**src/hw/rv_isa_pkg.sv**
```systemverilog
package rv_isa_pkg;

    localparam int xlen           = 32;
    localparam int reg_addr_width = 5;

    typedef logic [6:0] opcode_t;

    localparam opcode_t op_r      = 7'b0110011;
    localparam opcode_t op_i_alu  = 7'b0010011;
    localparam opcode_t op_branch = 7'b1100011;
    localparam opcode_t op_jal    = 7'b1101111;
    localparam opcode_t op_lui    = 7'b0110111;
    localparam opcode_t op_system = 7'b1110011;

    localparam logic [2:0] f3_add_sub = 3'b000;
    localparam logic [2:0] f3_addi    = 3'b000;
    localparam logic [2:0] f3_bne     = 3'b001;

    localparam logic [6:0] funct7_sub = 7'b0100000; // add has all zeros

    localparam logic [xlen-1:0] inst_ebreak = 32'h0010_0073;

    // lsb of each instruction field
    localparam int rd_base     = 7;
    localparam int funct3_base = 12;
    localparam int rs1_base    = 15;
    localparam int rs2_base    = 20;
    localparam int funct7_base = 25;

endpackage

```
**src/hw/core_ctrl_pkg.sv**
```systemverilog
package core_ctrl_pkg;

    typedef enum logic [1:0] {
        alu_add = 2'd0,
        alu_sub = 2'd1,
        alu_and = 2'd2
    } alu_op_t;

    typedef enum logic [1:0] {
        imm_i = 2'd0,
        imm_b = 2'd1,
        imm_j = 2'd2,
        imm_u = 2'd3
    } imm_op_t;

    // operand pair fed to the alu
    typedef enum logic [1:0] {
        src_reg = 2'd0, // rs1, rs2
        src_imm = 2'd1, // rs1, imm
        src_pc4 = 2'd2  // pc, 4
    } alu_src_t;

endpackage

```
**src/hw/inst_decoder.sv**
```systemverilog
`timescale 1ns/1ps

module inst_decoder #(
    parameter int num_regs = 32
) (
    input  logic [rv_isa_pkg::xlen-1:0]           inst,
    output logic                                  branch,
    output logic                                  jump,
    output logic                                  reg_wen,
    output logic [rv_isa_pkg::reg_addr_width-1:0] reg_waddr,
    output logic [rv_isa_pkg::reg_addr_width-1:0] rs1_addr,
    output logic [rv_isa_pkg::reg_addr_width-1:0] rs2_addr,
    output core_ctrl_pkg::imm_op_t                imm_op,
    output core_ctrl_pkg::alu_op_t                alu_op,
    output core_ctrl_pkg::alu_src_t               alu_src,
    output logic                                  ebreak,
    output logic                                  illegal
);

    rv_isa_pkg::opcode_t                   opcode;
    logic [2:0]                            funct3;
    logic [6:0]                            funct7;
    logic [rv_isa_pkg::reg_addr_width-1:0] rd;
    logic [rv_isa_pkg::reg_addr_width-1:0] rs1;
    logic [rv_isa_pkg::reg_addr_width-1:0] rs2;

    assign opcode = inst[6:0];
    assign funct3 = inst[rv_isa_pkg::funct3_base +: 3];
    assign funct7 = inst[rv_isa_pkg::funct7_base +: 7];
    assign rd     = inst[rv_isa_pkg::rd_base +: rv_isa_pkg::reg_addr_width];
    assign rs1    = inst[rv_isa_pkg::rs1_base +: rv_isa_pkg::reg_addr_width];
    assign rs2    = inst[rv_isa_pkg::rs2_base +: rv_isa_pkg::reg_addr_width];

    always_comb begin
        branch    = 1'b0;
        jump      = 1'b0;
        reg_wen   = 1'b0;
        reg_waddr = '0;
        rs1_addr  = '0;
        rs2_addr  = '0;
        imm_op    = core_ctrl_pkg::imm_i;
        alu_op    = core_ctrl_pkg::alu_add;
        alu_src   = core_ctrl_pkg::src_reg;
        ebreak    = 1'b0;
        illegal   = 1'b0;
        case (opcode)
            rv_isa_pkg::op_r: begin
                reg_wen   = 1'b1;
                reg_waddr = rd;
                rs1_addr  = rs1;
                rs2_addr  = rs2;
                if (funct3 != rv_isa_pkg::f3_add_sub)
                    illegal = 1'b1;
                else if (funct7 == rv_isa_pkg::funct7_sub)
                    alu_op = core_ctrl_pkg::alu_sub;
                else if (funct7 != 7'b0)
                    illegal = 1'b1;
            end
            rv_isa_pkg::op_i_alu: begin
                reg_wen   = 1'b1;
                reg_waddr = rd;
                rs1_addr  = rs1;
                alu_src   = core_ctrl_pkg::src_imm;
                if (funct3 != rv_isa_pkg::f3_addi)
                    illegal = 1'b1;
            end
            rv_isa_pkg::op_branch: begin
                branch   = 1'b1;
                rs1_addr = rs1;
                rs2_addr = rs2;
                imm_op   = core_ctrl_pkg::imm_b;
                alu_op   = core_ctrl_pkg::alu_sub; // zero flag means equal
                if (funct3 != rv_isa_pkg::f3_bne)
                    illegal = 1'b1;
            end
            rv_isa_pkg::op_jal: begin
                jump      = 1'b1;
                reg_wen   = 1'b1;
                reg_waddr = rd;
                imm_op    = core_ctrl_pkg::imm_j;
                alu_src   = core_ctrl_pkg::src_pc4; // link value
            end
            rv_isa_pkg::op_lui: begin
                reg_wen   = 1'b1;
                reg_waddr = rd;
                imm_op    = core_ctrl_pkg::imm_u;
                alu_src   = core_ctrl_pkg::src_imm; // x0 + imm
            end
            rv_isa_pkg::op_system: begin
                if (inst == rv_isa_pkg::inst_ebreak)
                    ebreak = 1'b1;
                else
                    illegal = 1'b1;
            end
            default: illegal = 1'b1;
        endcase
        // rv32e has only 16 registers
        if (reg_waddr >= num_regs || rs1_addr >= num_regs || rs2_addr >= num_regs)
            illegal = 1'b1;
        if (illegal) begin
            branch    = 1'b0;
            jump      = 1'b0;
            reg_wen   = 1'b0;
            reg_waddr = '0;
            rs1_addr  = '0;
            rs2_addr  = '0;
        end
        if (reg_waddr == '0)
            reg_wen = 1'b0;
    end

endmodule

```
**src/hw/imm_gen.sv**
```systemverilog
`timescale 1ns/1ps

module imm_gen (
    input  logic [rv_isa_pkg::xlen-1:0] inst,
    input  core_ctrl_pkg::imm_op_t      imm_op,
    output logic [rv_isa_pkg::xlen-1:0] imm
);

    logic sign;

    assign sign = inst[31];

    always_comb begin
        case (imm_op)
            core_ctrl_pkg::imm_i:
                imm = {{20{sign}}, inst[31:20]};
            core_ctrl_pkg::imm_b:
                imm = {{19{sign}}, sign, inst[7], inst[30:25], inst[11:8], 1'b0};
            core_ctrl_pkg::imm_j:
                imm = {{11{sign}}, sign, inst[19:12], inst[20], inst[30:21], 1'b0};
            core_ctrl_pkg::imm_u:
                imm = {inst[31:12], 12'b0}; // upper 20 bits
            default:
                imm = '0;
        endcase
    end

endmodule

```
**src/hw/alu.sv**
```systemverilog
`timescale 1ns/1ps

module alu (
    input  logic [rv_isa_pkg::xlen-1:0] a,
    input  logic [rv_isa_pkg::xlen-1:0] b,
    input  core_ctrl_pkg::alu_op_t      op,
    output logic [rv_isa_pkg::xlen-1:0] result,
    output logic                        zero
);

    always_comb begin
        case (op)
            core_ctrl_pkg::alu_add: result = a + b;
            core_ctrl_pkg::alu_sub: result = a - b;
            core_ctrl_pkg::alu_and: result = a & b;
            default:                result = '0;
        endcase
    end

    assign zero = (result == '0); // bne takes the branch when low

endmodule

```
**src/hw/reg_file.sv**
```systemverilog
`timescale 1ns/1ps

module reg_file #(
    parameter int num_regs = 32
) (
    input  logic                                  clk,
    input  logic                                  reset,
    input  logic [rv_isa_pkg::reg_addr_width-1:0] raddr1,
    input  logic [rv_isa_pkg::reg_addr_width-1:0] raddr2,
    output logic [rv_isa_pkg::xlen-1:0]           rdata1,
    output logic [rv_isa_pkg::xlen-1:0]           rdata2,
    input  logic                                  wen,
    input  logic [rv_isa_pkg::reg_addr_width-1:0] waddr,
    input  logic [rv_isa_pkg::xlen-1:0]           wdata
);

    logic [rv_isa_pkg::xlen-1:0] regs [num_regs];

    always_ff @(posedge clk) begin
        if (reset) begin
            for (int i = 0; i < num_regs; i++)
                regs[i] <= '0;
        end else if (wen) begin
            regs[waddr] <= wdata;
        end
    end

    // x0 is hardwired
    assign rdata1 = (raddr1 == '0) ? '0 : regs[raddr1];
    assign rdata2 = (raddr2 == '0) ? '0 : regs[raddr2];

    no_write_x0: assert property (
        @(posedge clk) disable iff (reset) wen |-> (waddr != '0)
    );

endmodule

```
**src/hw/fetch_unit.sv**
```systemverilog
`timescale 1ns/1ps

module fetch_unit #(
    parameter logic [rv_isa_pkg::xlen-1:0] reset_pc = '0
) (
    input  logic                        clk,
    input  logic                        reset,
    input  logic                        halted,
    input  logic                        ack,
    input  logic                        branch,
    input  logic                        jump,
    input  logic                        zero,
    input  logic [rv_isa_pkg::xlen-1:0] imm,
    output logic [rv_isa_pkg::xlen-1:0] pc,
    output logic                        cyc,
    output logic                        stb
);

    logic                        take_target;
    logic [rv_isa_pkg::xlen-1:0] next_pc;

    // wishbone classic with one request per instruction
    assign cyc = !halted;
    assign stb = !halted;

    assign take_target = jump || (branch && !zero);
    assign next_pc     = take_target ? pc + imm : pc + 32'd4;

    always_ff @(posedge clk) begin
        if (reset)
            pc <= reset_pc;
        else if (stb && ack)
            pc <= next_pc; // new address shows next cycle
    end

    // slave may only ack an active strobe
    ack_needs_stb: assert property (
        @(posedge clk) disable iff (reset) ack |-> stb
    );

endmodule

```
**src/hw/core_status.sv**
```systemverilog
`timescale 1ns/1ps

module core_status (
    input  logic                        clk,
    input  logic                        reset,
    input  logic                        ack,
    input  logic                        ebreak,
    input  logic                        illegal,
    input  logic [rv_isa_pkg::xlen-1:0] inst,
    output logic                        halted,
    output logic                        illegal_flag,
    output logic [rv_isa_pkg::xlen-1:0] illegal_inst,
    output logic [31:0]                 retired_count
);

    always_ff @(posedge clk) begin
        if (reset) begin
            halted        <= 1'b0;
            illegal_flag  <= 1'b0;
            retired_count <= '0;
        end else if (ack) begin
            if (ebreak || illegal)
                halted <= 1'b1; // sticky until reset
            if (illegal)
                illegal_flag <= 1'b1;
            else
                retired_count <= retired_count + 32'd1; // ebreak included
        end
    end

    always_ff @(posedge clk) begin
        if (ack && illegal)
            illegal_inst <= inst;
    end

endmodule

```
**src/hw/rv_core.sv**
```systemverilog
`timescale 1ns/1ps

module rv_core #(
    parameter logic [31:0] reset_pc = 32'h0,
    parameter int          num_regs = 32
) (
    input  logic                                  clk,
    input  logic                                  reset,
    output logic                                  ibus_cyc,
    output logic                                  ibus_stb,
    output logic [rv_isa_pkg::xlen-1:0]           ibus_adr,
    output logic                                  ibus_we,
    input  logic [rv_isa_pkg::xlen-1:0]           ibus_dat_i,
    input  logic                                  ibus_ack,
    output logic                                  retire_valid,
    output logic [rv_isa_pkg::xlen-1:0]           retire_pc,
    output logic [rv_isa_pkg::reg_addr_width-1:0] retire_rd,
    output logic [rv_isa_pkg::xlen-1:0]           retire_value,
    output logic                                  retire_wen,
    output logic                                  halted,
    output logic                                  illegal,
    output logic [rv_isa_pkg::xlen-1:0]           illegal_inst,
    output logic [31:0]                           retired_count
);

    logic                                  fire;
    logic                                  branch;
    logic                                  jump;
    logic                                  reg_wen;
    logic [rv_isa_pkg::reg_addr_width-1:0] reg_waddr;
    logic [rv_isa_pkg::reg_addr_width-1:0] rs1_addr;
    logic [rv_isa_pkg::reg_addr_width-1:0] rs2_addr;
    core_ctrl_pkg::imm_op_t                imm_op;
    core_ctrl_pkg::alu_op_t                alu_op;
    core_ctrl_pkg::alu_src_t               alu_src;
    logic                                  ebreak;
    logic                                  dec_illegal;
    logic [rv_isa_pkg::xlen-1:0]           imm;
    logic [rv_isa_pkg::xlen-1:0]           rdata1;
    logic [rv_isa_pkg::xlen-1:0]           rdata2;
    logic [rv_isa_pkg::xlen-1:0]           op_a;
    logic [rv_isa_pkg::xlen-1:0]           op_b;
    logic [rv_isa_pkg::xlen-1:0]           alu_result;
    logic                                  alu_zero;
    logic [rv_isa_pkg::xlen-1:0]           pc;

    assign fire     = ibus_stb && ibus_ack; // instruction valid only here
    assign ibus_adr = pc;
    assign ibus_we  = 1'b0;

    inst_decoder #(.num_regs(num_regs)) decoder_i (
        .inst(ibus_dat_i), .branch(branch), .jump(jump),
        .reg_wen(reg_wen), .reg_waddr(reg_waddr),
        .rs1_addr(rs1_addr), .rs2_addr(rs2_addr),
        .imm_op(imm_op), .alu_op(alu_op), .alu_src(alu_src),
        .ebreak(ebreak), .illegal(dec_illegal)
    );

    imm_gen imm_gen_i (.inst(ibus_dat_i), .imm_op(imm_op), .imm(imm));

    reg_file #(.num_regs(num_regs)) reg_file_i (
        .clk(clk), .reset(reset),
        .raddr1(rs1_addr), .raddr2(rs2_addr),
        .rdata1(rdata1), .rdata2(rdata2),
        .wen(fire && reg_wen), .waddr(reg_waddr), .wdata(alu_result)
    );

    always_comb begin
        case (alu_src)
            core_ctrl_pkg::src_imm: begin
                op_a = rdata1;
                op_b = imm;
            end
            core_ctrl_pkg::src_pc4: begin
                op_a = pc;
                op_b = 32'd4;
            end
            default: begin
                op_a = rdata1;
                op_b = rdata2;
            end
        endcase
    end

    alu alu_i (.a(op_a), .b(op_b), .op(alu_op), .result(alu_result), .zero(alu_zero));

    fetch_unit #(.reset_pc(reset_pc)) fetch_i (
        .clk(clk), .reset(reset), .halted(halted), .ack(ibus_ack),
        .branch(branch), .jump(jump), .zero(alu_zero), .imm(imm),
        .pc(pc), .cyc(ibus_cyc), .stb(ibus_stb)
    );

    core_status status_i (
        .clk(clk), .reset(reset), .ack(fire), .ebreak(ebreak),
        .illegal(dec_illegal), .inst(ibus_dat_i), .halted(halted),
        .illegal_flag(illegal), .illegal_inst(illegal_inst),
        .retired_count(retired_count)
    );

    assign retire_valid = fire && !dec_illegal;
    assign retire_pc    = pc;
    assign retire_rd    = reg_waddr;
    assign retire_value = alu_result;
    assign retire_wen   = fire && reg_wen; // same enable as the register file

endmodule

```
**config.mk**
```make
export PLATFORM = sky130hd
export DESIGN_NAME = rv_core
export DESIGN_NICKNAME = d
export VERILOG_FILES = /design/src/hw/rv_isa_pkg.sv /design/src/hw/core_ctrl_pkg.sv /design/src/hw/inst_decoder.sv /design/src/hw/imm_gen.sv /design/src/hw/alu.sv /design/src/hw/reg_file.sv /design/src/hw/fetch_unit.sv /design/src/hw/core_status.sv /design/src/hw/rv_core.sv
export SDC_FILE = /design/constraint.sdc
export NUM_CORES = 2
export LEC_CHECK = 0
export CAP_MARGIN = 20
export CORE_UTILIZATION = 28
export DETAILED_ROUTE_END_ITERATION = 12
export DONT_BUFFER_PORTS = 1
export REMOVE_ABC_BUFFERS = 1
export SETUP_SLACK_MARGIN = 0.15
export SLEW_MARGIN = 25
export SYNTH_ARGS = -nofsm -noshare
export SYNTH_HDL_FRONTEND = slang
export SYNTH_SLANG_ARGS = --single-unit
```
**constraint.sdc**
```tcl
create_clock -name clk -period 11.8 [get_ports clk]
set_input_delay 0.59 -clock clk [delete_from_list [all_inputs] [get_ports clk]]
set_output_delay 0.59 -clock clk [all_outputs]
set_load 0.1 [all_outputs]
```
* Yosys cells after proc, flatten, opt, wreduce, memory -nomap -nowiden
Memory sizes are Yosys's and may differ from the RTL's. Cells that the tools add are included. Widths: inputs -> output; s select.
Operators by class: eq/ne operators 16, bitwise operators 2, multiplexer cells 42, add/subtract/negate cells 5, reduce and logical (&&, ||, !) cells 27
Operators with widths (count):
- $mux 32 | 5
- $pmux 32 s4 | 1
- $pmux 32 s3 | 1
- $add 32x32->32 | 2
- $pmux 32 s2 | 1
- $mux 5 | 7
- $add 32x1->32 const B | 1
- $add 32x3->32 const B | 1
- $and 32x32->32 | 1
- $eq 32x21->1 const B | 1
- $logic_not 32->1 | 1
- $reduce_or 32->1 | 1
- $sub 32x32->32 | 1
- $mux 1 | 22
- $eq 7x6->1 const B | 3
- $eq 7x7->1 const B | 3
- $logic_not 5->1 | 3
- $eq 2x2->1 const B | 4
- $pmux 2 s2 | 2
- $eq 7x5->1 const B | 1
- $reduce_bool 7->1 | 1
- $eq 2x1->1 const B | 3
- $pmux 2 s3 | 1
- $reduce_and 2->1 | 3
- other kinds (12) | 22
Storage, ports and cells: memories 1, input port bits 35, memory bits (writable) 1024, output and inout port bits 172, register bits after elaboration 98, logic and storage cells 98
Memory list:
- reg_file_i.regs | depth 32, width 32, rd ports 2, clocked after Yosys merged registers in 0, wr ports 32, line reg_file.sv:17 | logic [rv_isa_pkg::xlen-1:0] regs [num_regs];

* Logic depth before layout (Yosys ltp)
word-level depth 16, depth in mapped cells 38, depth with buffers taken out 33

* Hierarchy
Synthesis repeated with hierarchy kept, for this count alone.
Second synthesis, totals: cell total of the unflattened synthesis 5023, area, all modules 66070.9 sq um
Modules (own cells, without submodules):
- reg_file | area an instance 54437.2 sq um, seq. area each 30749.5 sq um, times used 1, cells an instance 3555
- fetch_unit | area an instance 3683.5 sq um, seq. area each 640.6 sq um, times used 1, cells an instance 523
- alu | area an instance 3333.2 sq um, seq. area each 0.0 sq um, times used 1, cells an instance 480
- core_status | area an instance 2524.9 sq um, seq. area each 1641.6 sq um, times used 1, cells an instance 214
- rv_core | area an instance 1208.7 sq um, seq. area each 0.0 sq um, times used 1, cells an instance 121
- inst_decoder | area an instance 561.8 sq um, seq. area each 0.0 sq um, times used 1, cells an instance 79
- imm_gen | area an instance 321.6 sq um, seq. area each 0.0 sq um, times used 1, cells an instance 51

* Worst setup path before layout
No wires, ideal clock.
kind input port to output port, start point input port ibus_dat_i[6] in the netlist's numbering, end point output port retire_value[31] in the netlist's numbering, cell stages on the path 30, data required time 11.210 ns, data arrival time 7.668 ns, buffers on the path 5, setup slack 3.542 ns, cell sequence buf_2 > nand2b_1 > o32ai_2 > a21o_1 > buf_2 > buf_2 > nor4_1 > or4_1 > a211o_1 > o221a_2 > inv_1 > ha_1 > and3_1 > nand3b_1 > nor2b_1 > a31o_2 > xnor2_1 > ha_1 > a21o_1 > o21ai_0 > o21ai_0 > a2111oi_0 > o211ai_1 > a31o_2 > a211o_1 > and4_1 > buf_2 > xor2_1 > buf_2 > inv_1
Between the ends: word-level cells in the longest chain between the ends 9, elaborated cells on any way between the ends 41, classes of those cells 2 x add/sub; 14 x eq/ne; 15 x mux; 1 x bitwise; 8 x reduce/logical; 1 x memory
Ends and longest elaborated chain:
- from (decl) | line rv_core.sv:13 | input logic [rv_isa_pkg::xlen-1:0] ibus_dat_i,
- $eq 32x21->1, or another cell as far along | line inst_decoder.sv:90 | if (inst == rv_isa_pkg::inst_ebreak)
- $mux 1, or another cell as far along | line inst_decoder.sv:90
- $pmux 1 s5 / $mux 5 (equally long branches) | line inst_decoder.sv:46 | case (opcode)
- $mux 5 | line inst_decoder.sv:100 | if (illegal) begin
- $mem_v2 32x32, or another cell as far along
- $mux 32, on equally long branches | line reg_file.sv:30, reg_file.sv:29
- $pmux 32 s2 / $mux 32 (equally long branches) | line rv_core.sv:69 | case (alu_src)
- $sub 32x32->32, or another cell as far along | line alu.sv:14 | core_ctrl_pkg::alu_sub: result = a - b;
- $pmux 32 s3 * | line alu.sv:12 | case (op)
- to (decl) | line rv_core.sv:18 | output logic [rv_isa_pkg::xlen-1:0] retire_value,
Every way passes the cells marked *; elsewhere a longest branch is shown, timed or not. The select of a mux whose other input is x is not followed.

* Worst setup path after layout
Same ends and word-level chain as after synthesis.

==> run metrics <==
period utilisation layout=0.919; remaining antenna violation count=0; nets=7122; leakage power=0.0265 uW; post-CTS sizing=0; Yosys warnings=0; chip height=483 um; Seq/Total Area, Yosys=0.509; CP endpoint kind=output pin; average cell area after synthesis=9.00 sq um; Slew @ Worst Pin=1.32 ns; WP data arrival=10.26 ns; Synth top area share=0.489; Crit Path Class=input port to output pin; vias in the first global route=56600; area of the core=230000 sq um; most frequent cell after synthesis=nand2_1; Boundary Pins=207; Rel. slew slack=0.117; gpl congestion=1.04; hold path depth=3; FILL cells=23500; share of layout cells above drive strength 1=0.105; setup TNS=0 ns; Via density=6.05; area leader, netlist=edfxtp_1; HP Class=input port to flop; Synth async-reset ratio=0; Detailed Route Iter0 Violations=11400; Reg area=33100 sq um; overflow left after global routing=0; drt drc=0; hold_buf cts=33; DR pass1 iterations=9; first-pass GRT wire length=448000 um; clk slew on worst S/H paths=0.06 ns; Critical Path Fanout Max=16; unrepaired setup endpoints after global routing=false; Die Area=234000 sq um; largest net degree at the start of global routing=214; Layout area overhead=12.9%; status=completed; post-synth cell types=98; Placement Cell Area=69000 sq um; PortBufs=0; worst path required time=11.21 ns; multi-input logic area=29500 sq um; total track usage=0.268; Post-synth EDFFs=1056; top cells by area, synth=edfxtp_1 49%, nand2_1 8.6%, nor2_1 6.9%; top cells by count, synth=1487 x nand2_1, 1191 x nor2_1, 1056 x edfxtp_1; post-DR wirelength/cell=32.1 um; Post-Route WL=326000 um; H-tree depth reported by CTS=3; Synth Register Bits=1122; Synth Flop Type=edfxtp_1; post-route minimum period=10.85 ns; Finished Cell Area=73200 sq um; Worst Skew=0.0483 ns; Die X=483 um; row cnt=176; clk root buf=clkbuf_16; max-slew violation count=0; Detailed Place HPWL=205000 um; Cell Pwr Density=137 nW/um^2; worst vdd ir=0.120 mV; reg2reg path depth=25; Setup-failing EPs final=0; Final Hold Viols=0; Starting Density=0.282; initial antenna violation count=21; Num CTS Buffers=121; clk buf depth=3; maximum clock rate=0.0922 GHz; Clock Latency Late Sink=0.82 ns; # clock sinks=1122; max-cap viol count=0; Post-CTS Setup Inserts=0; via count=61500; Syn Inst Count=7204; Worst path slowest cell=nand2b_1; CTS tree=yes; CP Launch Type=input port; synthesized area=64800 sq um; delay of the slowest cell on the worst path=0.83 ns
[path summary, 6_finish.rpt]
check	from	to	slack [ns]
hold / removal	reset	fetch_i.pc[31]	0.08
setup / recovery	ibus_dat_i[6]	retire_value[31]	0.95
setup reg to reg	reg_file_i.regs[7][8]	fetch_i.pc[19]	2.34
hold reg to reg	status_i.retired_count[13]	status_i.retired_count[16]	0.73
[cell usage in the layout (no fill, tap or decap), drive strengths merged, types with 16 or more instances in the layout]
cell         netlist  final
inv               87     96
nand3            712    712
o21ai            240    240
conb               1     33
or3               34     34
nand4             55     55
nand2           1487   1487
mux2i            207    207
clkbuf           482    154
clkinv             3     55
o221ai            27     27
or4               17     17
o21a              16     16
or2               18     18
xnor2             45     45
nor4              41     41
nor3              63     63
o22ai             52     52
nand2b            22     22
nor2b             45     45
a22o              37     37
and3              34     34
a21oi            277    277
edfxtp          1056   1056
o211ai           111    111
a31oi             47     47
mux4              52     52
dfxtp             66     66
nor2            1193   1193
a21o              43     43
mux2              41     41
ha                67     67
buf              164    273
dlygate4sd3        0     32
and2              31     31
xor2              56     56
a211oi            58     58
[per-stage QoR]
step | std cells | util | total power, uW | hold slack (ns) | setup WS [ns]
finish | 10200 | 0.318 | 10000 | 0.0803 | 0.953
global route | 10100 | 0.318 | 10200 | 0.0876 | 0.749
CTS | 10100 | 0.318 | 9950 | 0.0256 | 1.33
detailed placement | 9888 | 0.300 | 6190 | 0.689 | 0.970
global placement | 9888 | 0.300 | 6180 | 0.683 | 0.784
floorplan | 6590 | - | 5480 | 0.659 | -23.05
[critical path: cells and delay by family]
family	cells	cell delay, ns
adders and majority gates	2	0.86
buffers and inverters	2	0.36
xor gates and xnor gates	2	0.58
AOI/OAI and AO/OA	10	3.76
and+or+nand+nor	10	4.07
[routing by layer]
layer  wire length (um)  track usage  share of wire
met3              49300       0.0910           0.15
met4              23300        0.165          0.071
met5                128            0        0.00039
met2             136000        0.392           0.42
met1             118000        0.339           0.36
[power breakdown]
| part | total [uW] | internal, uW | switching (uW) |
|---|---|---|---|
| clock | 3830 | 2080 | 1750 |
| sequential | 4610 | 4470 | 131 |
| combinational | 1570 | 310 | 1260 |
| total | 10000 | 6860 | 3150 |
[area by class of cell]
type	count	area share
sequential	1122	0.452
multi-input combinational	5378	0.404
tap	3026	0.0517
clock buffer	154	0.0439
timing repair buffer	305	0.0355
clock inverter	72	0.00822
inverter	90	0.00462
antenna	10	0.000342
[sequential cells by signal, summed over array words and instances (netlist names)]
signal and count:
fetch_i.pc 32, reg_file_i.regs 1024, status_i.halted 1, status_i.illegal_flag 1, status_i.illegal_inst 32, status_i.retired_count 32
[kinds of logic after synthesis]
group | share of synthesized area
other | 0.0000578
AND/OR/NAND/NOR | 0.251
AO/OA/AOI/OAI | 0.108
adder cells (fa/ha/maj) | 0.0135
flip-flops | 0.509
multiplexers | 0.0571
XOR/XNOR | 0.0136
buffers and inverters | 0.0471
Note: power is estimated with default switching activity, not from simulation.
